### config.mk
export PLATFORM = sky130hd
export DESIGN_NAME = modsq_config
export DESIGN_NICKNAME = d
export VERILOG_FILES = /design/src/source/sq_pkg.sv /design/src/source/modsq_config.sv
export SDC_FILE = /design/constraint.sdc
export NUM_CORES = 1
export LEC_CHECK = 0
export ABC_AREA = 0
export BUFFER_PORTS_ARGS = -buffer_cell sky130_fd_sc_hd__buf_2
export CAP_MARGIN = 20
export CORE_MARGIN = 4
export CORE_UTILIZATION = 35
export DETAILED_ROUTE_END_ITERATION = 7
export GPL_TIMING_DRIVEN = 0
export PLACE_DENSITY = 0.56
export SLEW_MARGIN = 0
export SYNTH_ARGS = -nofsm -noshare
export SYNTH_HDL_FRONTEND = slang
export SYNTH_SLANG_ARGS = --single-unit
### constraint.sdc
create_clock -name clk -period 3.4 [get_ports clk]
set_clock_uncertainty 0.05 [all_clocks]
set_input_delay 1.02 -clock clk [delete_from_list [all_inputs] [get_ports clk]]
set_output_delay 1.02 -clock clk [all_outputs]
set_load 0.02 [all_outputs]
### src/source/sq_pkg.sv
// Modular squaring package, shared word types, default sizes and controller states
package sq_pkg;

    // Limb word width, fixed because word_t is built on it
    localparam int DEFAULT_WORD_LEN = 16;

    // Number of modulus words
    localparam int DEFAULT_LIMBS = 4;

    // One binary word of the modulus, a residue or the result
    typedef logic [DEFAULT_WORD_LEN-1:0] word_t;

    // Redundant limb, one word plus a single pending carry bit
    typedef logic [DEFAULT_WORD_LEN:0] limb_t;

    // Iteration count T
    typedef logic [31:0] count_t;

    typedef logic [7:0] cfg_addr_t;

    typedef enum logic [2:0] {
        IDLE,
        SQUARE,
        FOLD,
        RESOLVE,
        SUBTRACT,
        DONE
    } modsq_state_t;

endpackage

### src/source/modsq_config.sv
// Configuration registers, holds the modulus, the residue table and the iteration count
module modsq_config #(
    parameter int LIMBS = sq_pkg::DEFAULT_LIMBS
) (
    input  logic              clk,
    input  logic              reset,
    input  logic              busy,
    input  logic              cfg_write,
    input  sq_pkg::cfg_addr_t cfg_addr,
    input  sq_pkg::word_t     cfg_data,
    output sq_pkg::word_t     modulus [LIMBS],
    output sq_pkg::word_t     residues [(LIMBS+2)*LIMBS],
    output sq_pkg::count_t    iterations
);

    localparam int NUM_RES_WORDS = (LIMBS + 2) * LIMBS;
    localparam int RES_BASE      = LIMBS;
    localparam int T_LOW_ADDR    = RES_BASE + NUM_RES_WORDS;
    localparam int T_HIGH_ADDR   = T_LOW_ADDR + 1;

    logic write_ok;

    // Table stays frozen for the whole run
    assign write_ok = cfg_write && !busy;

    always_ff @(posedge clk) begin
        if (reset) begin
            for (int i = 0; i < LIMBS; i++) begin
                modulus[i] <= '0;
            end
            for (int i = 0; i < NUM_RES_WORDS; i++) begin
                residues[i] <= '0;
            end
            iterations <= '0;
        end else if (write_ok) begin
            for (int i = 0; i < LIMBS; i++) begin
                if (cfg_addr == sq_pkg::cfg_addr_t'(i)) begin
                    modulus[i] <= cfg_data;
                end
            end
            // Residue k word j sits at RES_BASE + k*LIMBS + j
            for (int i = 0; i < NUM_RES_WORDS; i++) begin
                if (cfg_addr == sq_pkg::cfg_addr_t'(RES_BASE + i)) begin
                    residues[i] <= cfg_data;
                end
            end
            if (cfg_addr == sq_pkg::cfg_addr_t'(T_LOW_ADDR)) begin
                iterations[15:0] <= cfg_data;
            end
            if (cfg_addr == sq_pkg::cfg_addr_t'(T_HIGH_ADDR)) begin
                iterations[31:16] <= cfg_data;
            end
        end
    end

endmodule

# == Word-level counts from Yosys, hierarchy flattened ==
# Index checks and enable logic that the tools add are counted.
# word_totals
register_bits,480
latch_bits,0
ramBits,0
rom_bits,0
inputBits,28
output_inout_bits,480
n_memories,0
# op_classes
addsub,0
mul,0
div_mod_pow,0
n_lt_le_gt_ge,0
n_eq_ne,29
n_shift,0
n_mux,0
n_bitwise,0
n_reduce_logical,33
# ops
operator,n
== test 8 x 5 -> 1 bit (second input constant),14
== test 8 x 4 -> 1 bit (second input constant),8
AND reduction 2 bit,30
== test 8 x 3 -> 1 bit (second input constant),4
== test 8 x 2 -> 1 bit (second input constant),2
== test 8 x 1 -> 1 bit (second input constant),1
zero test 8 bit,1
logical AND 1 bit,1
zero test 1 bit,1

# == Logic depth before layout (Yosys ltp) ==
# depth
depth_word,3
mapped_depth,6
mapped_depth_nobuf,3

# == Worst setup path after synthesis ==
# Ideal clock, no wire load.
# synth_path
path_type,input -> register
from,input cfg_addr[3]
to,register modulus[10] (netlist bit)
t_arrival_ps,2229
required_ps,3218
setup_slack_ps,989
cell_stages,4
path_buffers,1
cell_sequence,nor3_2 > nand3_2 > buf_6 > mux2i_1
# synth_between
elab_chain_cells,2
# synth_lines
element,line_no,text
start: declaration,modsq_config.sv:9,"input sq_pkg::cfg_addr_t cfg_addr,"
== test 8 x 2 -> 1 bit,modsq_config.sv:37,if (cfg_addr == sq_pkg::cfg_addr_t'(i)) begin
AND reduction 2 bit (no line),-,
end signal: indexed assignment,modsq_config.sv:38,modulus[i] <= cfg_data;
end: declaration,modsq_config.sv:11,"output sq_pkg::word_t modulus [LIMBS],"
# No other way between the ends.
# A chain may end at the register's enable or synchronous reset.

==> impl_metrics.ini <==
[critical_path]
timing.rr.start = residues[84]$_SDFFE_PP0P_
endpoint_kind = register
cpPeakStageDelay_ns = 0.76
cp.required_ns = 3.77
path_cells = clkbuf_1 -> clkbuf_1 -> nand2b_1 -> clkbuf_1 -> mux2i_1
worst-setup-path-type = in2reg
r2r-end = residues[84]$_SDFFE_PP0P_
cp_max_fo = 10
cp_common_cell = clkbuf_1
crit_slowest_cell = clkbuf_1
arrival_ns = 3.53
r2r_slack_ns = 2.69
critPathCapture = residues[204]$_SDFFE_PP0P_
cp-start-kind = input port
rr_worst_depth = 2
worstSetupStartpoint = reset

[die]
die_area_um2 = 57000
rows = 84
start_util_pct = 35.4
ios = 508
die_w_um = 239
core-area_um2 = 52700
die_h_um = 239

[detailed_routing]
routed_via_density = 4.73
firstDrtPassIters = 5
drt_iter0_drc = 652
drc = 0
postRouteAntennaNets = 0
num_vias = 13900
drt_wl_total_um = 66300
wl_per_cell_um = 22.6

[grt]
met2_usage_pct = 37.1
grt_pass1_vias = 14300
antenna_found_initial = 6
grt_use_met3_pct = 6.89
grt_use_met1_pct = 28.2
grt_pass1_wl_um = 95600
grt_overflow_total = 0
grt_max_degree = 14
top_usage_layer = met2
grt_usage_pct = 22.3

[power]
p_clk_share_pct = 48.1
sw_frac_of_total_pct = 22.8
power.leakage_nw = 13.2
powerDensity_nw_per_um2 = 494
peakVddDrop_uv = 350
p_seq_share_pct = 48.0
p_int_mw = 9.05
combinationalPowerShare_pct = 3.9
p_sw_mw = 2.67

[cts]
post_cts_buffers = 0
clk_pin_slew_ns = 0.06
cts_buffers = 53
tritoncts = done
clock_path_buffers = 3
insertion_delay_ns = 0.59
h-tree-depth = 2
cts_hold_buf = 0
cts_root_buffer = clkbuf_16
ctsResizeCount = 0
cts_sinks = 480

[final_layout]
fin_cells = 2935
area_delta_synth_final_pct = 27.5
stdcell_area_um2 = 23700
utilization_pct = 45.1
drive_gt1_share_pct = 29.5
nNetsFinal = 2231

[timing]
fin_crit_ns = 3.16
tightest_slew_ns = 1.11
slew_violations = 0
grt_setup_unrepaired = no
setup_tns_ns = 0
relSlewSlack_pct = 25.9
period_share_pct = 92.9
hold_viol_final = 0
setup_viol = 0
holdWs_ns = 0.418
fmaxAchievable_mhz = 317

[yosys]
ys_ff_latch = 480
synth.most_common_cell = nand2b_1
synthesis.nets = 1669
ys_dominant_reg_cell = dfxtp_1
synth-edff-count = 0
synth_cells = 1641
synth.area.top_cells = dfxtp_1 (52%), mux2i_1 (26%), nand2b_1 (17%)
syn_area_um2 = 18600
ys_types = 17
netlist_top_cells_count = nand2b_1 (496), dfxtp_1 (480), mux2i_1 (480)
yosys.area.top_type = dfxtp_1
synth.avg_cell_area_um2 = 11.4
postSynth.asyncResetShare_pct = 0
ys_seq_area_share_pct = 51.6
yosysTopAreaCellShare_pct = 51.6
yosys_warnings = 0

[placement]
finalWeightedCongestion = 0.792
io_buffers = 506
post_dp_cell_area_um2 = 22000
dp_cells = 2835
dp_hpwl_um = 48500

[run]
drv_cap = 0

[worst_hold_path]
hp-class = reg2reg

[outcome]
status = completed
cells in the final DEF, fill, tap and decap left out, types with 2 or more instances in the layout:
cell / Yosys / final
nand3_2: 29 / 29
diode_2: 0 / 3
and3b_1: 2 / 2
clkinv_4: 0 / 2
and3_1: 2 / 2
dfxtp_1: 480 / 480
buf_2: 20 / 526
clkbuf_1: 104 / 117
nand2b_1: 496 / 496
clkbuf_8: 0 / 11
buf_6: 15 / 16
mux2i_1: 480 / 480
clkinv_2: 0 / 12
buf_4: 4 / 4
clkbuf_16: 0 / 55
nor3b_1: 3 / 3
cell families after synthesis:
kind of cell | share of synthesized area, %
multiplexers | 25.8
flip-flops | 51.6
buffers and inverters | 3.70
AND/OR/NAND/NOR | 18.9
sequential cells by signal, indices dropped and copies added (netlist names):
name / cells
modulus: 64
iterations: 32
residues: 384
how the worst min path moves through the flow:
stage / start / end / slack, ns / depth (start not counted)
after global routing: residues[375]$_SDFFE_PP0P_ / residues[375]$_SDFFE_PP0P_ / 0.43 / 2
after CTS: residues[379]$_SDFFE_PP0P_ / residues[379]$_SDFFE_PP0P_ / 0.42 / 2
final: residues[365]$_SDFFE_PP0P_ / residues[365]$_SDFFE_PP0P_ / 0.42 / 2
after floorplan: residues[365]$_SDFFE_PP0P_ / residues[365]$_SDFFE_PP0P_ / 0.50 / 2
after detailed placement: residues[365]$_SDFFE_PP0P_ / residues[365]$_SDFFE_PP0P_ / 0.41 / 2
after global placement: residues[104]$_SDFFE_PP0P_ / residues[104]$_SDFFE_PP0P_ / 0.41 / 2
power by group through the flow:
stage                     combinational (mW)  clock [mW]  sequential (mW)
final                                  0.461        5.64             5.63
after global routing                   0.490        5.98             5.63
after CTS                              0.467        5.76             5.63
after detailed placement               0.467           0             5.75
after global placement                 0.460           0             5.75
after floorplan                        0.248           0             5.76
worst max-delay path, delay by kind of cell:
kind,cells,cell delay [ns]
muxes,1,0.16
buffers and inverters,3,2.06
and+or+nand+nor,1,0.25
layout make-up:
class / instances / area, µm²
fillers: 5060 / 28900
flip-flops and latches: 480 / 9610
multi-input cells: 1018 / 8330
repair buffers: 507 / 2540
clock buffers: 79 / 1580
well taps: 688 / 861
plain buffers: 143 / 689
clock inverters: 17 / 128
diodes: 3 / 7.51
per-layer routing:
layer,wire (µm),vias up,part of all wire (%)
met3,5050,93,7.6
met5,34,-,0.051
met4,1500,8,2.3
li1,-,6551,-
met1,28200,6816,43
met2,31500,409,48
stage by stage:
step | setup WS [ns] | power, mW
floorplan | 0.989 | 6.01
global placement | -0.312 | 6.21
CTS | 0.277 | 11.9
finish | 0.242 | 11.7
detailed placement | -0.355 | 6.22
global route | 0.174 | 12.1
(Power assumes the default switching activity.)
