==> config.mk <==
export PLATFORM = sky130hd
export DESIGN_NAME = final_subtract
export DESIGN_NICKNAME = d
export VERILOG_FILES = /design/src/source/sq_pkg.sv /design/src/source/final_subtract.sv
export SDC_FILE = /design/constraint.sdc
export NUM_CORES = 1
export LEC_CHECK = 0
export ABC_CLOCK_PERIOD_IN_PS = 27800
export BUFFER_PORTS_ARGS = -buffer_cell sky130_fd_sc_hd__buf_2
export CAP_MARGIN = 5
export CORE_MARGIN = 2
export CORE_UTILIZATION = 50
export CTS_CLUSTER_SIZE = 8
export DETAILED_ROUTE_END_ITERATION = 10
export HOLD_SLACK_MARGIN = 0.05
export PLACE_DENSITY = 0.75
export SYNTH_ARGS = -nofsm -noshare
export SYNTH_HDL_FRONTEND = slang
export SYNTH_SLANG_ARGS = --single-unit
==> constraint.sdc <==
create_clock -name clk -period 27.8 [get_ports clk]
set_clock_uncertainty 0.15 [all_clocks]
set_input_delay 2.78 -clock clk [delete_from_list [all_inputs] [get_ports clk]]
set_output_delay 2.78 -clock clk [all_outputs]
set_load 0.02 [all_outputs]
==> src/source/sq_pkg.sv <==
// Modular squaring package, shared word types, default sizes and controller states
package sq_pkg;

    // Limb word width, fixed because word_t is built on it
    localparam int DEFAULT_WORD_LEN = 16;

    // Number of modulus words
    localparam int DEFAULT_LIMBS = 4;

    // One binary word of the modulus, a residue or the result
    typedef logic [DEFAULT_WORD_LEN-1:0] word_t;

    // Redundant limb, one word plus a single pending carry bit
    typedef logic [DEFAULT_WORD_LEN:0] limb_t;

    // Iteration count T
    typedef logic [31:0] count_t;

    typedef logic [7:0] cfg_addr_t;

    typedef enum logic [2:0] {
        IDLE,
        SQUARE,
        FOLD,
        RESOLVE,
        SUBTRACT,
        DONE
    } modsq_state_t;

endpackage

==> src/source/final_subtract.sv <==
// Final stage, resolves pending carries to binary and subtracts P until the value is below P
module final_subtract #(
    parameter int LIMBS = sq_pkg::DEFAULT_LIMBS
) (
    input  logic          clk,
    input  logic          reset,
    input  logic          resolve_load,
    input  logic          sub_enable,
    input  sq_pkg::limb_t limbs [LIMBS+1],
    input  sq_pkg::word_t modulus [LIMBS],
    output logic          below_p,
    output sq_pkg::word_t result [LIMBS]
);

    localparam int WORD_LEN = sq_pkg::DEFAULT_WORD_LEN;
    localparam int ACC_W    = WORD_LEN + 2;
    localparam int DIFF_W   = WORD_LEN + 1;

    sq_pkg::word_t value [LIMBS+1];
    sq_pkg::word_t resolved [LIMBS+1];
    sq_pkg::word_t diff [LIMBS+1];
    sq_pkg::word_t p_ext [LIMBS+1];

    // Carry ripple from the lowest limb up
    always_comb begin
        logic [ACC_W-1:0]          acc;
        logic [ACC_W-WORD_LEN-1:0] carry;
        carry = '0;
        for (int j = 0; j <= LIMBS; j++) begin
            acc         = ACC_W'(limbs[j]) + ACC_W'(carry);
            resolved[j] = acc[WORD_LEN-1:0];
            carry       = acc[ACC_W-1:WORD_LEN];
        end
    end

    // P padded to the width of the held value
    always_comb begin
        for (int j = 0; j < LIMBS; j++) begin
            p_ext[j] = modulus[j];
        end
        p_ext[LIMBS] = '0;
    end

    // Trial subtraction, a borrow out of the top word means value < P
    always_comb begin
        logic [DIFF_W-1:0] d;
        logic              borrow;
        borrow = 1'b0;
        for (int j = 0; j <= LIMBS; j++) begin
            d       = {1'b0, value[j]} - {1'b0, p_ext[j]} - DIFF_W'(borrow);
            diff[j] = d[WORD_LEN-1:0];
            borrow  = d[WORD_LEN];
        end
        below_p = borrow;
    end

    always_ff @(posedge clk) begin
        if (reset) begin
            for (int j = 0; j <= LIMBS; j++) begin
                value[j] <= '0;
            end
        end else if (resolve_load) begin
            value <= resolved;
        end else if (sub_enable && !below_p) begin
            value <= diff;
        end
    end

    always_comb begin
        for (int j = 0; j < LIMBS; j++) begin
            result[j] = value[j];
        end
    end

endmodule

Yosys cells after proc, flatten, opt, wreduce, memory -nomap -nowiden
Cells that the tools add are included.
{"block": "word_totals", "ff_bits": 80, "inputBits": 153, "out_inout_bits": 65, "elab_cells": 22}
{"block": "classes", "add_sub_neg": 12, "muxes": 2, "n_reduce_logical": 3}
{"op": "$mux W80", "n": 2}
{"op": "$sub A16 B16 Y17", "n": 4}
{"op": "$sub A17 B1 Y17", "n": 3}
{"op": "$add A17 B2 Y18", "n": 2}
{"op": "$add A17 B1 Y18", "n": 1}
{"op": "$sub A16 B1 Y17", "n": 1}
{"op": "$add A16 B2 Y16", "n": 1}
{"op": "$reduce_bool A2 Y1", "n": 1}
{"op": "$logic_and A1 B1 Y1", "n": 1}
{"op": "$logic_not A1 Y1", "n": 1}

Logic depth before layout (Yosys ltp)
{"block": "logic_depth", "word_depth": 9, "mapped_depth": 60, "mapped_depth_nobuf": 58}

Worst setup path after synthesis
OpenSTA, ideal clock, no wires.
{"block": "synth_path", "path_type": "input to output", "start": "input port modulus[50] in the netlist's numbering", "end": "output port below_p", "arrival_time_ns": 13.339, "t_required_ns": 24.870, "slack_ns": 11.531, "cell_stages": 51, "path_buffers": 0, "cell_sequence": "inv_1 > ha_1 > nor2b_4 > o21ai_2 > a21boi_1 > o41ai_2 > o21ai_2 > o31ai_4 > o21ai_0 > fa_1 > inv_1 > ha_1 > or2_2 > fa_1 > nand2b_1 > a31o_2 > a221o_1 > o21ai_1 > [15 not listed] > xor2_1 > fa_1 > inv_1 > ha_1 > or2_2 > fa_1 > nand2b_1 > a21oi_1 > o21ai_0 > nand2_1 > o211a_1 > o21ai_0 > a31oi_1 > xor2_1 > ha_1 > ha_1 > and2_1 > and3_4"}
{"block": "synth_via", "elab_chain_len": 5}
{"element": "start: declaration", "line_no": "final_subtract.sv:10", "source": "input sq_pkg::word_t modulus [LIMBS],"}
{"element": "$sub A16 B16 Y17", "line_no": "final_subtract.sv:50", "source": "d = {1'b0, value[j]} - {1'b0, p_ext[j]} - DIFF_W'(borrow);"}
{"element": "$sub A17 B1 Y17 (3 in series)", "line_no": "final_subtract.sv:50"}
{"element": "$sub A16 B1 Y17", "line_no": "final_subtract.sv:50"}
{"element": "end: declaration", "line_no": "final_subtract.sv:11", "source": "output logic below_p,"}
No other way between the ends.

Worst setup path in the final report
{"block": "layout_path", "start": "input port modulus[48] in the netlist's numbering", "end": "output port below_p"}
Same word-level chain as after synthesis.

==> impl_metrics.json <==
{
  "syn_area_sq_um": 9130,
  "synth_top_area_frac": 0.175,
  "dr.first_iter.drc_count": 289,
  "portBuffers": 216,
  "clock_path_buffers": 2,
  "final_common_cell": "buf_2",
  "overflow": 0,
  "grtUsageMet3": 0.0290,
  "htree_levels": 3,
  "use_met2": 0.387,
  "hpwl_microns": 17400,
  "mostFrequentLayoutCells": "buf_2, inv_1, ha_1",
  "tightest_slew_ns": 1.02,
  "cts_root_buf": "clkbuf_16",
  "vias": 8368,
  "synth_top_area_cell": "dfxtp_1",
  "ir_worst_vdd_v": 0.0000324,
  "yosysUniqueCellTypes": 77,
  "async_reset_ff_frac": 0,
  "rsz0062_at_grt": "false",
  "routed_wl_microns": 22700,
  "areaGrowthSynthToFinish_pct": 12.0,
  "end_kind": "primary output",
  "avgSynthCellArea_sq_um": 7.57,
  "finalCritPeriodShare": 0.643,
  "worst_hold_path_type": "reg2reg",
  "ys_seq_area_frac": 0.175,
  "r2r_start": "result[48]",
  "max_stage_delay_ns": 0.53,
  "track_usage": 0.229,
  "dieWidth_microns": 139,
  "p_leak_nw": 4.97,
  "synth_ff_type": "dfxtp_1",
  "period_needed_ns": 17.86,
  "insertion_delay_ns": 0.34,
  "timing.slew.headroom": 0.319,
  "ys_seq_elements": 80,
  "cellPowerDensity_nw_per_um2": 53.5,
  "grt_max_degree": 99,
  "status": "complete, no violations",
  "crit_top_cell": "fa_1",
  "multiInputGateArea_sq_um": 6220,
  "synth_edf_count": 0,
  "post-cts-setup-buffers": 0,
  "crit_path_max_fanout": 4,
  "die_h_microns": 139,
  "diodes": 0,
  "final.setup.tns_ns": 0,
  "grt_pass1_wl_microns": 37000,
  "ioPinCount": 218,
  "critical_path_class": "in2out",
  "ant_nets": 0,
  "required_ns": 24.87,
  "crit_slowest_cell": "fa_1",
  "setup_viol": 0,
  "fillers": 1693,
  "grt_util_met1": 0.311,
  "core_region_area_sq_um": 18000,
  "crit_start": "modulus[48]",
  "cts_sinks": 80,
  "crit_arrival_ns": 14.93,
  "place_area_sq_um": 9870,
  "drive_gt1_frac": 0.200,
  "syn_inst": 1206,
  "gp_congestion": 0.855,
  "ys_top_cells_by_area": "dfxtp_1, ha_1, inv_1",
  "final_nets": 1611,
  "numCtsBuffers": 9,
  "hold_viol": 0,
  "clk_pin_slew_worst_paths_ns": 0.07,
  "firstDrtPassIters": 5,
  "postCtsHoldBufs": 0,
  "min_from": "value[15]",
  "postSynthNetCount": 1485,
  "max_freq_mhz": 56.0,
  "register_area_sq_um": 1600,
  "dieArea_sq_um": 19400,
  "post_cts_resized": 0,
  "via_per_inst": 5.34,
  "cts_tree": "done",
  "antenna_found_initial": 0,
  "fin_area_sq_um": 10200,
  "busiest_layer": "met2",
  "grt_pass1_vias": 7800,
  "wire_per_inst_microns": 14.5,
  "rows": 49,
  "start_util": 0.508,
  "drc_errors": 0,
  "slew_viol_final": 0,
  "max_cap_viol_count": 0,
  "start_kind": "primary input",
  "yosys_warnings": 0
}
==> per-layer routing <==
layer,up-vias,wire length (microns)
met5,-,0
met2,185,10800
met1,3817,10700
li1,4349,-
met3,17,917
met4,0,258
==> kinds of logic (layout without fill, tap and decap cells) <==
| family | Yosys count | in the layout | synth area share |
|---|---|---|---|
| AOI/OAI and AO/OA | 269 | 269 | 0.203 |
| xor gates and xnor gates | 112 | 112 | 0.107 |
| adders and majority gates | 126 | 126 | 0.181 |
| buffers and inverters | 278 | 409 | 0.145 |
| DFF | 80 | 80 | 0.175 |
| muxes | 4 | 4 | 0.00507 |
| and+or+nand+nor | 337 | 337 | 0.183 |
==> synth_stat cells, types with 3 or more instances <==
cell type and instances:
fa_1 10, nor4_1 5, nor2b_1 14, inv_1 172, a221oi_1 8, buf_4 67
and4_1 4, a21o_1 17, nand2_1 68, ha_1 116, a211oi_1 72, or2_2 8
and3_1 20, a311oi_1 9, xor2_1 47, nand2b_1 10, xnor2_1 65, o21ai_0 30
and2_1 4, a21boi_0 3, buf_2 9, nand3_1 29, o22ai_1 3, a31oi_1 11
nor2_1 108, nand3b_1 4, or3_1 4, a21oi_1 71, nor3_1 26, nand4_1 16
o31ai_1 6, dfxtp_1 80, clkbuf_1 26, nor3b_1 3, o21a_1 3, o21bai_1 7
==> path summary, 6_finish.rpt <==
path / end / slack (ns) / cells after the start
max: below_p / 9.94 / 52
min: value[15] / 0.33 / 2
max reg2reg: result[40] / 13.45 / 55
min reg2reg: value[15] / 0.33 / 2
==> worst max-delay path: cells and delay by family <==
kind	cells	cell delay, ns
fa+ha+maj	13	4.32
compound gates	20	4.28
simple gates	13	2.62
xor+xnor	3	0.59
buf+inv	3	0.31
==> registers in the layout, indices dropped and copies added (netlist names) <==
signal and flops:
value 16, result 64
==> area by class of cell <==
type	count	share of cell area
Clock inverter	6	0.0114
Timing Repair Buffer	221	0.110
Inverter	172	0.0631
Clock buffer	10	0.0234
Sequential cell	80	0.157
Multi-Input combinational cell	848	0.608
Tap cell	229	0.0280
==> per-stage QoR <==
stage,total power [W],setup slack (ns),cells,hold WS [ns],util
2_1_floorplan,0.000354,11.53,1206,0.304,-
3_3_place_gp,0.000398,10.14,1550,0.320,0.550
3_5_place_dp,0.000404,9.99,1550,0.325,0.550
4_1_cts,0.000550,9.94,1566,0.335,0.569
5_1_grt,0.000591,9.20,1566,0.352,0.569
6_report,0.000547,9.94,1566,0.333,0.569
==> power by group <==
group / total, W / internal (W) / switching (W)
clock: 0.000143 / 0.0000908 / 0.0000526
sequential: 0.000138 / 0.000127 / 0.0000105
combinational: 0.000266 / 0.000116 / 0.000150
total: 0.000547 / 0.000334 / 0.000213
(Power assumes the default switching activity.)
