File: src/source/sq_pkg.sv
// Modular squaring package, shared word types, default sizes and controller states
package sq_pkg;

    // Limb word width, fixed because word_t is built on it
    localparam int DEFAULT_WORD_LEN = 16;

    // Number of modulus words
    localparam int DEFAULT_LIMBS = 4;

    // One binary word of the modulus, a residue or the result
    typedef logic [DEFAULT_WORD_LEN-1:0] word_t;

    // Redundant limb, one word plus a single pending carry bit
    typedef logic [DEFAULT_WORD_LEN:0] limb_t;

    // Iteration count T
    typedef logic [31:0] count_t;

    typedef logic [7:0] cfg_addr_t;

    typedef enum logic [2:0] {
        IDLE,
        SQUARE,
        FOLD,
        RESOLVE,
        SUBTRACT,
        DONE
    } modsq_state_t;

endpackage

File: src/source/modsq_control.sv
// Squaring controller, FSM, iteration counter and the working limb and column registers
module modsq_control #(
    parameter int LIMBS = sq_pkg::DEFAULT_LIMBS
) (
    input  logic           clk,
    input  logic           reset,
    input  logic           start,
    input  sq_pkg::word_t  x_in [LIMBS],
    input  sq_pkg::count_t iterations,
    input  sq_pkg::limb_t  next_limbs [LIMBS+1],
    input  sq_pkg::word_t  col_words_in [2*LIMBS+4],
    input  logic           below_p,
    output sq_pkg::limb_t  limbs [LIMBS+1],
    output sq_pkg::word_t  col_words_reg [2*LIMBS+4],
    output logic           resolve_load,
    output logic           sub_enable,
    output logic           busy,
    output logic           done
);

    sq_pkg::modsq_state_t state;
    sq_pkg::modsq_state_t state_next;
    sq_pkg::count_t       remaining;
    logic                 accept;

    // Start only counts in idle
    assign accept = (state == sq_pkg::IDLE) && start;

    always_comb begin
        state_next = state;
        case (state)
            sq_pkg::IDLE: begin
                if (start) begin
                    // T of zero skips the squaring loop
                    state_next = (iterations == '0) ? sq_pkg::RESOLVE : sq_pkg::SQUARE;
                end
            end
            sq_pkg::SQUARE: state_next = sq_pkg::FOLD;
            sq_pkg::FOLD: begin
                if (remaining == sq_pkg::count_t'(1)) begin
                    state_next = sq_pkg::RESOLVE;
                end else begin
                    state_next = sq_pkg::SQUARE;
                end
            end
            sq_pkg::RESOLVE: state_next = sq_pkg::SUBTRACT;
            sq_pkg::SUBTRACT: begin
                if (below_p) begin
                    state_next = sq_pkg::DONE;
                end
            end
            default: state_next = sq_pkg::IDLE;
        endcase
    end

    always_ff @(posedge clk) begin
        if (reset) begin
            state     <= sq_pkg::IDLE;
            remaining <= '0;
        end else begin
            state <= state_next;
            if (accept) begin
                remaining <= iterations;
            end else if (state == sq_pkg::FOLD) begin
                remaining <= remaining - sq_pkg::count_t'(1);
            end
        end
    end

    // Working limbs and the column words between the two squaring stages
    always_ff @(posedge clk) begin
        if (accept) begin
            for (int i = 0; i < LIMBS; i++) begin
                limbs[i] <= {1'b0, x_in[i]};
            end
            limbs[LIMBS] <= '0;
        end else if (state == sq_pkg::FOLD) begin
            limbs <= next_limbs;
        end
        if (state == sq_pkg::SQUARE) begin
            col_words_reg <= col_words_in;
        end
    end

    assign resolve_load = (state == sq_pkg::RESOLVE);
    assign sub_enable   = (state == sq_pkg::SUBTRACT);
    assign done         = (state == sq_pkg::DONE);
    assign busy         = (state == sq_pkg::SQUARE) || (state == sq_pkg::FOLD)
                       || (state == sq_pkg::RESOLVE) || (state == sq_pkg::SUBTRACT);

endmodule

File: config.mk
export PLATFORM = sky130hd
export DESIGN_NAME = modsq_control
export DESIGN_NICKNAME = d
export VERILOG_FILES = /design/src/source/sq_pkg.sv /design/src/source/modsq_control.sv
export SDC_FILE = /design/constraint.sdc
export NUM_CORES = 1
export LEC_CHECK = 0
export ABC_AREA = 1
export BUFFER_PORTS_ARGS = -buffer_cell sky130_fd_sc_hd__buf_2
export CELL_PAD_IN_SITES_DETAIL_PLACEMENT = 2
export CELL_PAD_IN_SITES_GLOBAL_PLACEMENT = 2
export CORE_AREA = 8 8 249 251
export DETAILED_ROUTE_END_ITERATION = 10
export DIE_AREA = 0 0 257 259
export PLACE_DENSITY_LB_ADDON = 0.1
export RECOVER_POWER = 100
export SKIP_LAST_GASP = 1
export SYNTH_ARGS = -nofsm -noshare
export SYNTH_HDL_FRONTEND = slang
export SYNTH_SLANG_ARGS = --single-unit
File: constraint.sdc
create_clock -name clk -period 21.7 [get_ports clk]
set_input_delay 4.34 -clock clk [delete_from_list [all_inputs] [get_ports clk]]
set_output_delay 4.34 -clock clk [all_outputs]
set_load 0.01 [all_outputs]
# [After elaboration in Yosys (flattened, before gate mapping)]
# Cells that the tools add are included.
[word_totals] register_bits=312
[op_classes] n_eq_ne=8 reduce_logical=8 mux=9 n_addsub=1
[ops] cell="two-way mux 84 bit" count=2
[ops] cell="two-way mux 32 bit" count=2
[ops] cell="equality test 32 x 1 -> 1 bit (second input constant)" count=1
[ops] cell="zero test 32 bit" count=1
[ops] cell="subtractor 32 x 1 -> 32 bit (second input constant)" count=1
[ops] cell="case mux 3 bit (5 select lines)" count=1
[ops] cell="equality test 3 x 2 -> 1 bit (second input constant)" count=2
[ops] cell="equality test 3 bit (second input constant)" count=2
[ops] cell="two-way mux 3 bit" count=2
[ops] cell="two-way mux 2 bit" count=2
[ops] cell="inequality test 2 bit (second input constant)" count=2
[ops] cell="equality test 3 x 1 -> 1 bit (second input constant)" count=1
[ops] cell="zero test 3 bit" count=1
[ops] cell="logical OR 1 bit" count=3
[ops] cell="AND reduction 2 bit" count=1
[ops] cell="nonzero test 2 bit" count=1
[ops] cell="logical AND 1 bit" count=1

# [Depth between registers and ports, before layout]
# Gate-level depths: netlist of the first run.
[logic_depth] word_depth=4 depth_mapped=10 mapped_depth_nobuf=10

# [Worst setup path before layout of the first run]
# Ideal clock, no wire load.
[synth_timing] path_type="flip-flop to output port" start="reg state[1]" end="out busy" setup_slack_ps=3238 n_path_buf=0 required_ps=17360 arrival_ps=14122 path_stages_with_launch=4 path_cell_list="dfxtp_1 > nor3_1 > nor2_1 > nand2_1"
[synth_via] elab_chain_cells=4 elab_cells_between_ends=7 cone_classes="eq/ne: 4; reduce/logical: 3"
[synth_rtl] item="start: declaration" line_no="modsq_control.sv:21" source="sq_pkg::modsq_state_t state;"
[synth_rtl] item="start signal: assignment" line_no="modsq_control.sv:58" source="state <= sq_pkg::IDLE;"
[synth_rtl] item="start signal: assignment" line_no="modsq_control.sv:61" source="state <= state_next;"
[synth_rtl] item="equality test 3 x 1 -> 1 bit or equality test 3 x 2 -> 1 bit (tied branches)" line_no="modsq_control.sv:88" source="assign busy = (state == sq_pkg::SQUARE) || (state == sq_pkg::FOLD)"
[synth_rtl] item="logical OR 1 bit" line_no="modsq_control.sv:88"
[synth_rtl] item="logical OR 1 bit" line_no="modsq_control.sv:89" source="|| (state == sq_pkg::RESOLVE) || (state == sq_pkg::SUBTRACT);"
[synth_rtl] item="logical OR 1 bit *" line_no="modsq_control.sv:89"
[synth_rtl] item="end: declaration" line_no="modsq_control.sv:17" source="output logic busy,"
# Mark *: on every way between the ends. The rest lies on a longest branch, timed or not.

# [Worst setup path in the final report of the first run]
[layout_timing] start="in start" end="reg limbs[36] (netlist name) (enable)"
[layout_via] elab_chain_cells=2
[layout_rtl] item="start: declaration" line_no="modsq_control.sv:7" source="input logic start,"
[layout_rtl] item="logical AND 1 bit" line_no="modsq_control.sv:27" source="assign accept = (state == sq_pkg::IDLE) && start;"
[layout_rtl] item="nonzero test 2 bit (no line)"
[layout_rtl] item="end signal: indexed assignment" line_no="modsq_control.sv:74" source="limbs[i] <= {1'b0, x_in[i]};"
[layout_rtl] item="end signal: assignment" line_no="modsq_control.sv:78" source="limbs <= next_limbs;"
[layout_rtl] item="end: declaration" line_no="modsq_control.sv:13" source="output sq_pkg::limb_t limbs [LIMBS+1],"
# No other way between the ends.
# A chain may end at the register's enable or synchronous reset.

==> results.sh, run 1 <==
export IMPL_power_leakage_uw=0.00652
export IMPL_post_cts_resized=0
export IMPL_clock_sinks=312
export IMPL_crit_path_start="start"
export IMPL_die_w_microns=257
export IMPL_vias=9678
export IMPL_clk_insertion_delay_late_ns=0.54
export IMPL_wl_met3_mm=5.72
export IMPL_fin_crit_ns=12.66
export IMPL_wl_per_cell_microns=27.0
export IMPL_clock_path_buffers=3
export IMPL_cts_hold_buf=0
export IMPL_start_util=0.197
export IMPL_cp_depth=7
export IMPL_drt_iter0_drc=461
export IMPL_rows=89
export IMPL_syn_nets=1200
export IMPL_critical_path_top_delay_family="buffers and inverters"
export IMPL_cts_setup_buffers=0
export IMPL_die_area_sq_mm=0.0666
export IMPL_synth_common_cells="edfxtp_1, nand2_1, a22o_1"
export IMPL_critical_path_buf_inv_count=5
export IMPL_avgSynthCellArea_sq_um=14.0
export IMPL_worst_r2r_setup_slack_ns=12.35
export IMPL_max_cap_viol_count=3
export IMPL_fin_ws_ns=9.04
export IMPL_critPathKind="in -> reg"
export IMPL_p_per_area_mw_per_mm2=123
export IMPL_synth_top_area_cell="edfxtp_1"
export IMPL_grt_ovfl_total=0
export IMPL_final_cells=2311
export IMPL_worst_path_max_fanout=79
export IMPL_fmax_mhz=79.0
export IMPL_grt_max_degree=195
export IMPL_worst_setup_path_start_kind="input pin"
export IMPL_reg2reg_from="state[2]"
export IMPL_tritoncts="yes"
export IMPL_cts_buffers=41
export IMPL_io_buffers=657
export IMPL_hold_class="reg -> reg"
export IMPL_core_area_sq_mm=0.0582
export IMPL_routed_via_density=4.19
export IMPL_post_synth_top_count_cell="edfxtp_1"
export IMPL_drtPass1Iterations=4
export IMPL_wl_met1_mm=23.1
export IMPL_synthCells=821
export IMPL_nets=1874
export IMPL_peakVddDrop_uv=61.1
export IMPL_ant_nets=0
export IMPL_gp_congestion=0.827
export IMPL_grt_pass1_vias=10300
export IMPL_cts_root_buf="clkbuf_16"
export IMPL_areaGrowthSynthToFinish_pct=43.9
export IMPL_power_uw=2030
export IMPL_die_h_microns=259
export IMPL_crit_chain="clkbuf_1 > nand3_1 > clkinvlp_2 > clkbuf_1 > nor2_1 > clkinvlp_2 > buf_4"
export IMPL_rsz0062_at_grt="no"
export IMPL_outcome="complete, but fails checks"
export IMPL_setup_viol=0
export IMPL_synth_area_leaders="edfxtp_1, dfxtp_1, a22o_1, nand2_1, nor2_1"
export IMPL_crit_path_end_kind="register"
export IMPL_ys_types=32
export IMPL_synth_seq_area_share=0.766
export IMPL_antenna_found_initial=41
export IMPL_critical_path_max_stage_delay_ns=2.90
export IMPL_ios=658
export IMPL_hold_viol=0
export IMPL_synth_top_cell_area_share=0.669
export IMPL_drive_gt1_frac=0.286
export IMPL_skew_ns=0.0146
export IMPL_cts_htree_levels=2
export IMPL_top_layer_used="met5"
export IMPL_r2r_cells=7
export IMPL_clkTransAtPathRegs_ns=0.05
export IMPL_violations="max-capacitance violations, max-slew violations"
export IMPL_slew_headroom=-1.74
export IMPL_fin_hold_ws_ns=0.474
export IMPL_wirelength_mm=62.4
export IMPL_largest_register_ffs=192
export IMPL_met2_length_mm=31.1
export IMPL_netlist_area_sq_mm=0.0115
export IMPL_async_flop_share=0
export IMPL_drc=0
export IMPL_crit_path_top_delay_cell="clkbuf_1"
export IMPL_worstReg2RegEnd="limbs[36]"
export IMPL_yosysWarnings=0
export IMPL_synth_edff_count=256
export IMPL_synth_seq_cells=312
export IMPL_cp_data_arrival_time_ns=12.83
export IMPL_grt_pass1_wl_mm=84.7
export IMPL_setup_tns_ns=0
export IMPL_ys_flop_type="edfxtp_1"
export IMPL_finalMaxSlewViolations=142
export IMPL_place_ws_ns=13.85
export IMPL_tightest_slew_ns=4.11
export IMPL_dp_hpwl_mm=50.7
export IMPL_grtUsageTotal=0.178
export IMPL_crit_end="limbs[36]"
export IMPL_worstPathRequired_ns=21.87
export IMPL_final_period_utilization=0.583
export IMPL_placed_cells=2225
[per-stage QoR]
| step | cell area (sq um) | util |
|---|---|---|
| 2_1_floorplan | 11500 | - |
| 3_3_place_gp | 15700 | 0.269 |
| 3_5_place_dp | 15700 | 0.269 |
| 4_1_cts | 16900 | 0.290 |
| 5_1_grt | 16500 | 0.284 |
| 6_report | 16500 | 0.284 |
[worst register-to-register path, cell delays in order (launching register included)]
cell and delay [ns]:
dfxtp_1 0.35, nor2_2 0.22, nand3_1 0.86, clkinvlp_2 0.35, clkbuf_1 2.90, nor2_1 1.85
clkinvlp_2 1.56, buf_4 0.80
[cell usage in the layout, fill, tap and decap left out]
| cell | synthesis | final |
|---|---|---|
| a211oi_1 | 1 | 1 |
| a21oi_1 | 26 | 26 |
| a22o_1 | 85 | 85 |
| a311oi_1 | 1 | 1 |
| a31oi_1 | 6 | 6 |
| buf_12 | 0 | 1 |
| buf_2 | 11 | 372 |
| buf_4 | 3 | 2 |
| bufinv_16 | 0 | 1 |
| clkbuf_1 | 8 | 298 |
| clkbuf_16 | 0 | 42 |
| clkbuf_8 | 0 | 3 |
| clkinv_1 | 0 | 7 |
| clkinv_2 | 0 | 4 |
| clkinv_4 | 0 | 1 |
| clkinv_8 | 0 | 1 |
| clkinvlp_2 | 0 | 2 |
| dfxtp_1 | 56 | 56 |
| diode_2 | 0 | 15 |
| edfxtp_1 | 256 | 256 |
| ha_1 | 2 | 2 |
| inv_1 | 77 | 77 |
| inv_4 | 1 | 1 |
| nand2_1 | 99 | 99 |
| nand2_4 | 1 | 1 |
| nand3_1 | 23 | 24 |
| nand4_1 | 13 | 13 |
| nor2_1 | 78 | 79 |
| nor2_2 | 2 | 2 |
| nor3_1 | 6 | 6 |
| o211ai_1 | 2 | 2 |
| o21ai_0 | 19 | 19 |
| o221ai_1 | 1 | 1 |
| o22ai_1 | 20 | 20 |
| o2bb2ai_1 | 1 | 1 |
| or2_2 | 2 | 2 |
| xor2_1 | 9 | 9 |
[cell type report]
cell class | instances | area, sq um
repair buffers | 661 | 2970
fillers | 6554 | 41700
inverters | 80 | 305
flip-flops and latches | 312 | 8810
clock inverters | 14 | 101
clock buffers | 57 | 1140
well taps | 773 | 967
diodes | 15 | 37.5
multi-input cells | 399 | 2220
[power by group]
group	leakage [uW]	internal (uW)	total [uW]	switching, uW
clock	0.000605	376	638	262
sequential	0.00288	814	861	46.6
combinational	0.00303	149	531	382
[cells by family (layout without fill, tap and decap cells)]
group	Yosys count	after routing	synth area share
AO/OA/AOI/OAI	162	162	0.103
XOR/XNOR	9	9	0.00686
adder cells (fa/ha/maj)	2	2	0.00218
buffers and inverters	110	812	0.0390
flip-flops	312	312	0.766
other	0	15	0
AND/OR/NAND/NOR	226	226	0.0832
[per-layer routing]
layer	up-vias	GRT usage
li1	4369	-
met1	4744	0.189
met2	402	0.308
met3	131	0.0787
met4	32	0.0679
met5	-	0
[worst min path at each step]
stage                  from           end  slack, ns  cells after the start
2_1_floorplan  remaining[5]  remaining[5]       0.50                      2
3_3_place_gp       limbs[3]      limbs[3]       0.45                      1
3_5_place_dp       limbs[0]      limbs[0]       0.45                      1
4_1_cts            limbs[3]      limbs[3]       0.48                      1
5_1_grt           limbs[50]     limbs[50]       0.49                      1
6_report          limbs[67]     limbs[67]       0.47                      1
(Power assumes the default switching activity.)
==> run 2, diff against run 1 <==
- clock period: 21.7 -> 10.4 ns (I/O delays scaled with it)
==> results.sh, run 2 (synthesized netlist as in run 1, its figures left out) <==
export IMPL_critical_path_max_stage_delay_ns=1.58
export IMPL_crit_chain="clkbuf_1 > nand3_1 > clkinvlp_2 > buf_4 > nor2_1 > clkinv_2 > buf_4"
export IMPL_mostFrequentLayoutCell="buf_2"
export IMPL_clkTransAtPathRegs_ns=0.06
export IMPL_grt_max_degree=194
export IMPL_critPathKind="in -> reg"
export IMPL_post_cts_resized=0
export IMPL_max_cap_viol_count=3
export IMPL_dpl_cell_area_sq_mm=0.0157
export IMPL_fin_hold_ws_ns=0.475
export IMPL_final_cell_mix="buf_2, clkbuf_1, edfxtp_1"
export IMPL_p_per_area_mw_per_mm2=253
export IMPL_io_buffers=657
export IMPL_wirelength_mm=61.3
export IMPL_gp_congestion=0.787
export IMPL_fmax_mhz=145
export IMPL_ant_nets=0
export IMPL_worstPathRequired_ns=10.58
export IMPL_dp_hpwl_mm=49.9
export IMPL_drc=0
export IMPL_drive_gt1_frac=0.286
export IMPL_setup_tns_ns=0
export IMPL_hold_viol=0
export IMPL_cts_htree_levels=2
export IMPL_power_leakage_uw=0.00649
export IMPL_outcome="complete, but fails checks"
export IMPL_worst_path_max_fanout=79
export IMPL_clk_insertion_delay_late_ns=0.55
export IMPL_slew_headroom=-2.41
export IMPL_crit_path_top_delay_cell="nor2_1"
export IMPL_placed_cells=2225
export IMPL_worst_setup_path_start_kind="input pin"
export IMPL_die_w_microns=257
export IMPL_core_area_sq_mm=0.0582
export IMPL_rsz0062_at_grt="no"
export IMPL_final_cells=2305
export IMPL_setup_viol=0
export IMPL_clock_path_buffers=3
export IMPL_cp_data_arrival_time_ns=7.09
export IMPL_start_util=0.197
export IMPL_final_cell_area_sq_mm=0.0164
export IMPL_violations="max-capacitance violations, max-slew violations"
export IMPL_cts_hold_buf=0
export IMPL_cts_root_buf="clkbuf_16"
export IMPL_vias=9690
export IMPL_ios=658
export IMPL_rows=89
export IMPL_skew_ns=0.0120
export IMPL_cts_buffers=39
export IMPL_grt_pass1_wl_mm=84.2
export IMPL_final_period_utilization=0.665
export IMPL_tritoncts="yes"
export IMPL_antenna_found_initial=36
export IMPL_die_area_sq_mm=0.0666
export IMPL_peakVddDrop_uv=120
export IMPL_cts_setup_buffers=0
export IMPL_areaGrowthSynthToFinish_pct=43.0
export IMPL_min_path_cells=1
export IMPL_drt_iter0_drc=460
export IMPL_grt_ovfl_total=0
export IMPL_nets=1872
export IMPL_r2r_cells=7
export IMPL_wl_per_cell_microns=26.6
export IMPL_largest_register_ffs=192
export IMPL_fin_crit_ns=6.91
export IMPL_grt_pass1_vias=10300
export IMPL_finalMaxSlewViolations=256
export IMPL_timing_critical_path_mode_cell="buf_4"
export IMPL_clock_sinks=312
export IMPL_die_h_microns=259
export IMPL_drtPass1Iterations=4
export IMPL_tightest_slew_ns=5.11
export IMPL_crit_path_end_kind="register"
export IMPL_grtUsageTotal=0.174
export IMPL_routed_via_density=4.20
export IMPL_hold_class="reg -> reg"
## run 2: layout make-up
cell class,count,area [sq um]
Sequential cell,312,8810
Timing Repair Buffer,661,2960
Clock inverter,14,105
Antenna cell,9,22.5
Inverter,80,305
Tap cell,773,967
Fill cell,6560,41800
Clock buffer,57,1050
Multi-Input combinational cell,399,2220
## run 2: final timing paths
| kind | from | endpoint | slack (ns) |
|---|---|---|---|
| max | start | limbs[70] | 3.49 |
| max reg2reg | state[1] | limbs[70] | 4.50 |
| min reg2reg | limbs[9] | limbs[9] | 0.47 |
| min | limbs[9] | limbs[9] | 0.47 |
## run 2: power by group
group / leakage [uW] / total (uW) / internal [uW] / switching (uW)
registers: 0.00288 / 1830 / 1730 / 99.1
clock network: 0.000564 / 1250 / 709 / 543
logic: 0.00304 / 1090 / 298 / 790
total: 0.00649 / 4170 / 2740 / 1430
## run 2: metal layers
metal / part of all wire / global-route usage / routed length, microns
met5: 0.0040 / 0 / 247
met1: 0.37 / 0.188 / 23000
met3: 0.086 / 0.0739 / 5290
met2: 0.52 / 0.318 / 31800
met4: 0.017 / 0.0306 / 1030
## run 2: critical path: cells and delay by family
| family | cells | cell delay, ns |
|---|---|---|
| simple gates | 2 | 2.39 |
| buf+inv | 5 | 2.53 |
## run 2: metrics by stage
step                total power (uW)  setup WS, ns  utilization
floorplan                       2430        0.0900            -
CTS                             4310          5.35        0.289
global placement                3000          4.79        0.269
detailed placement              3020          4.76        0.269
finish                          4170          3.49        0.282
global route                    4420          2.89        0.282
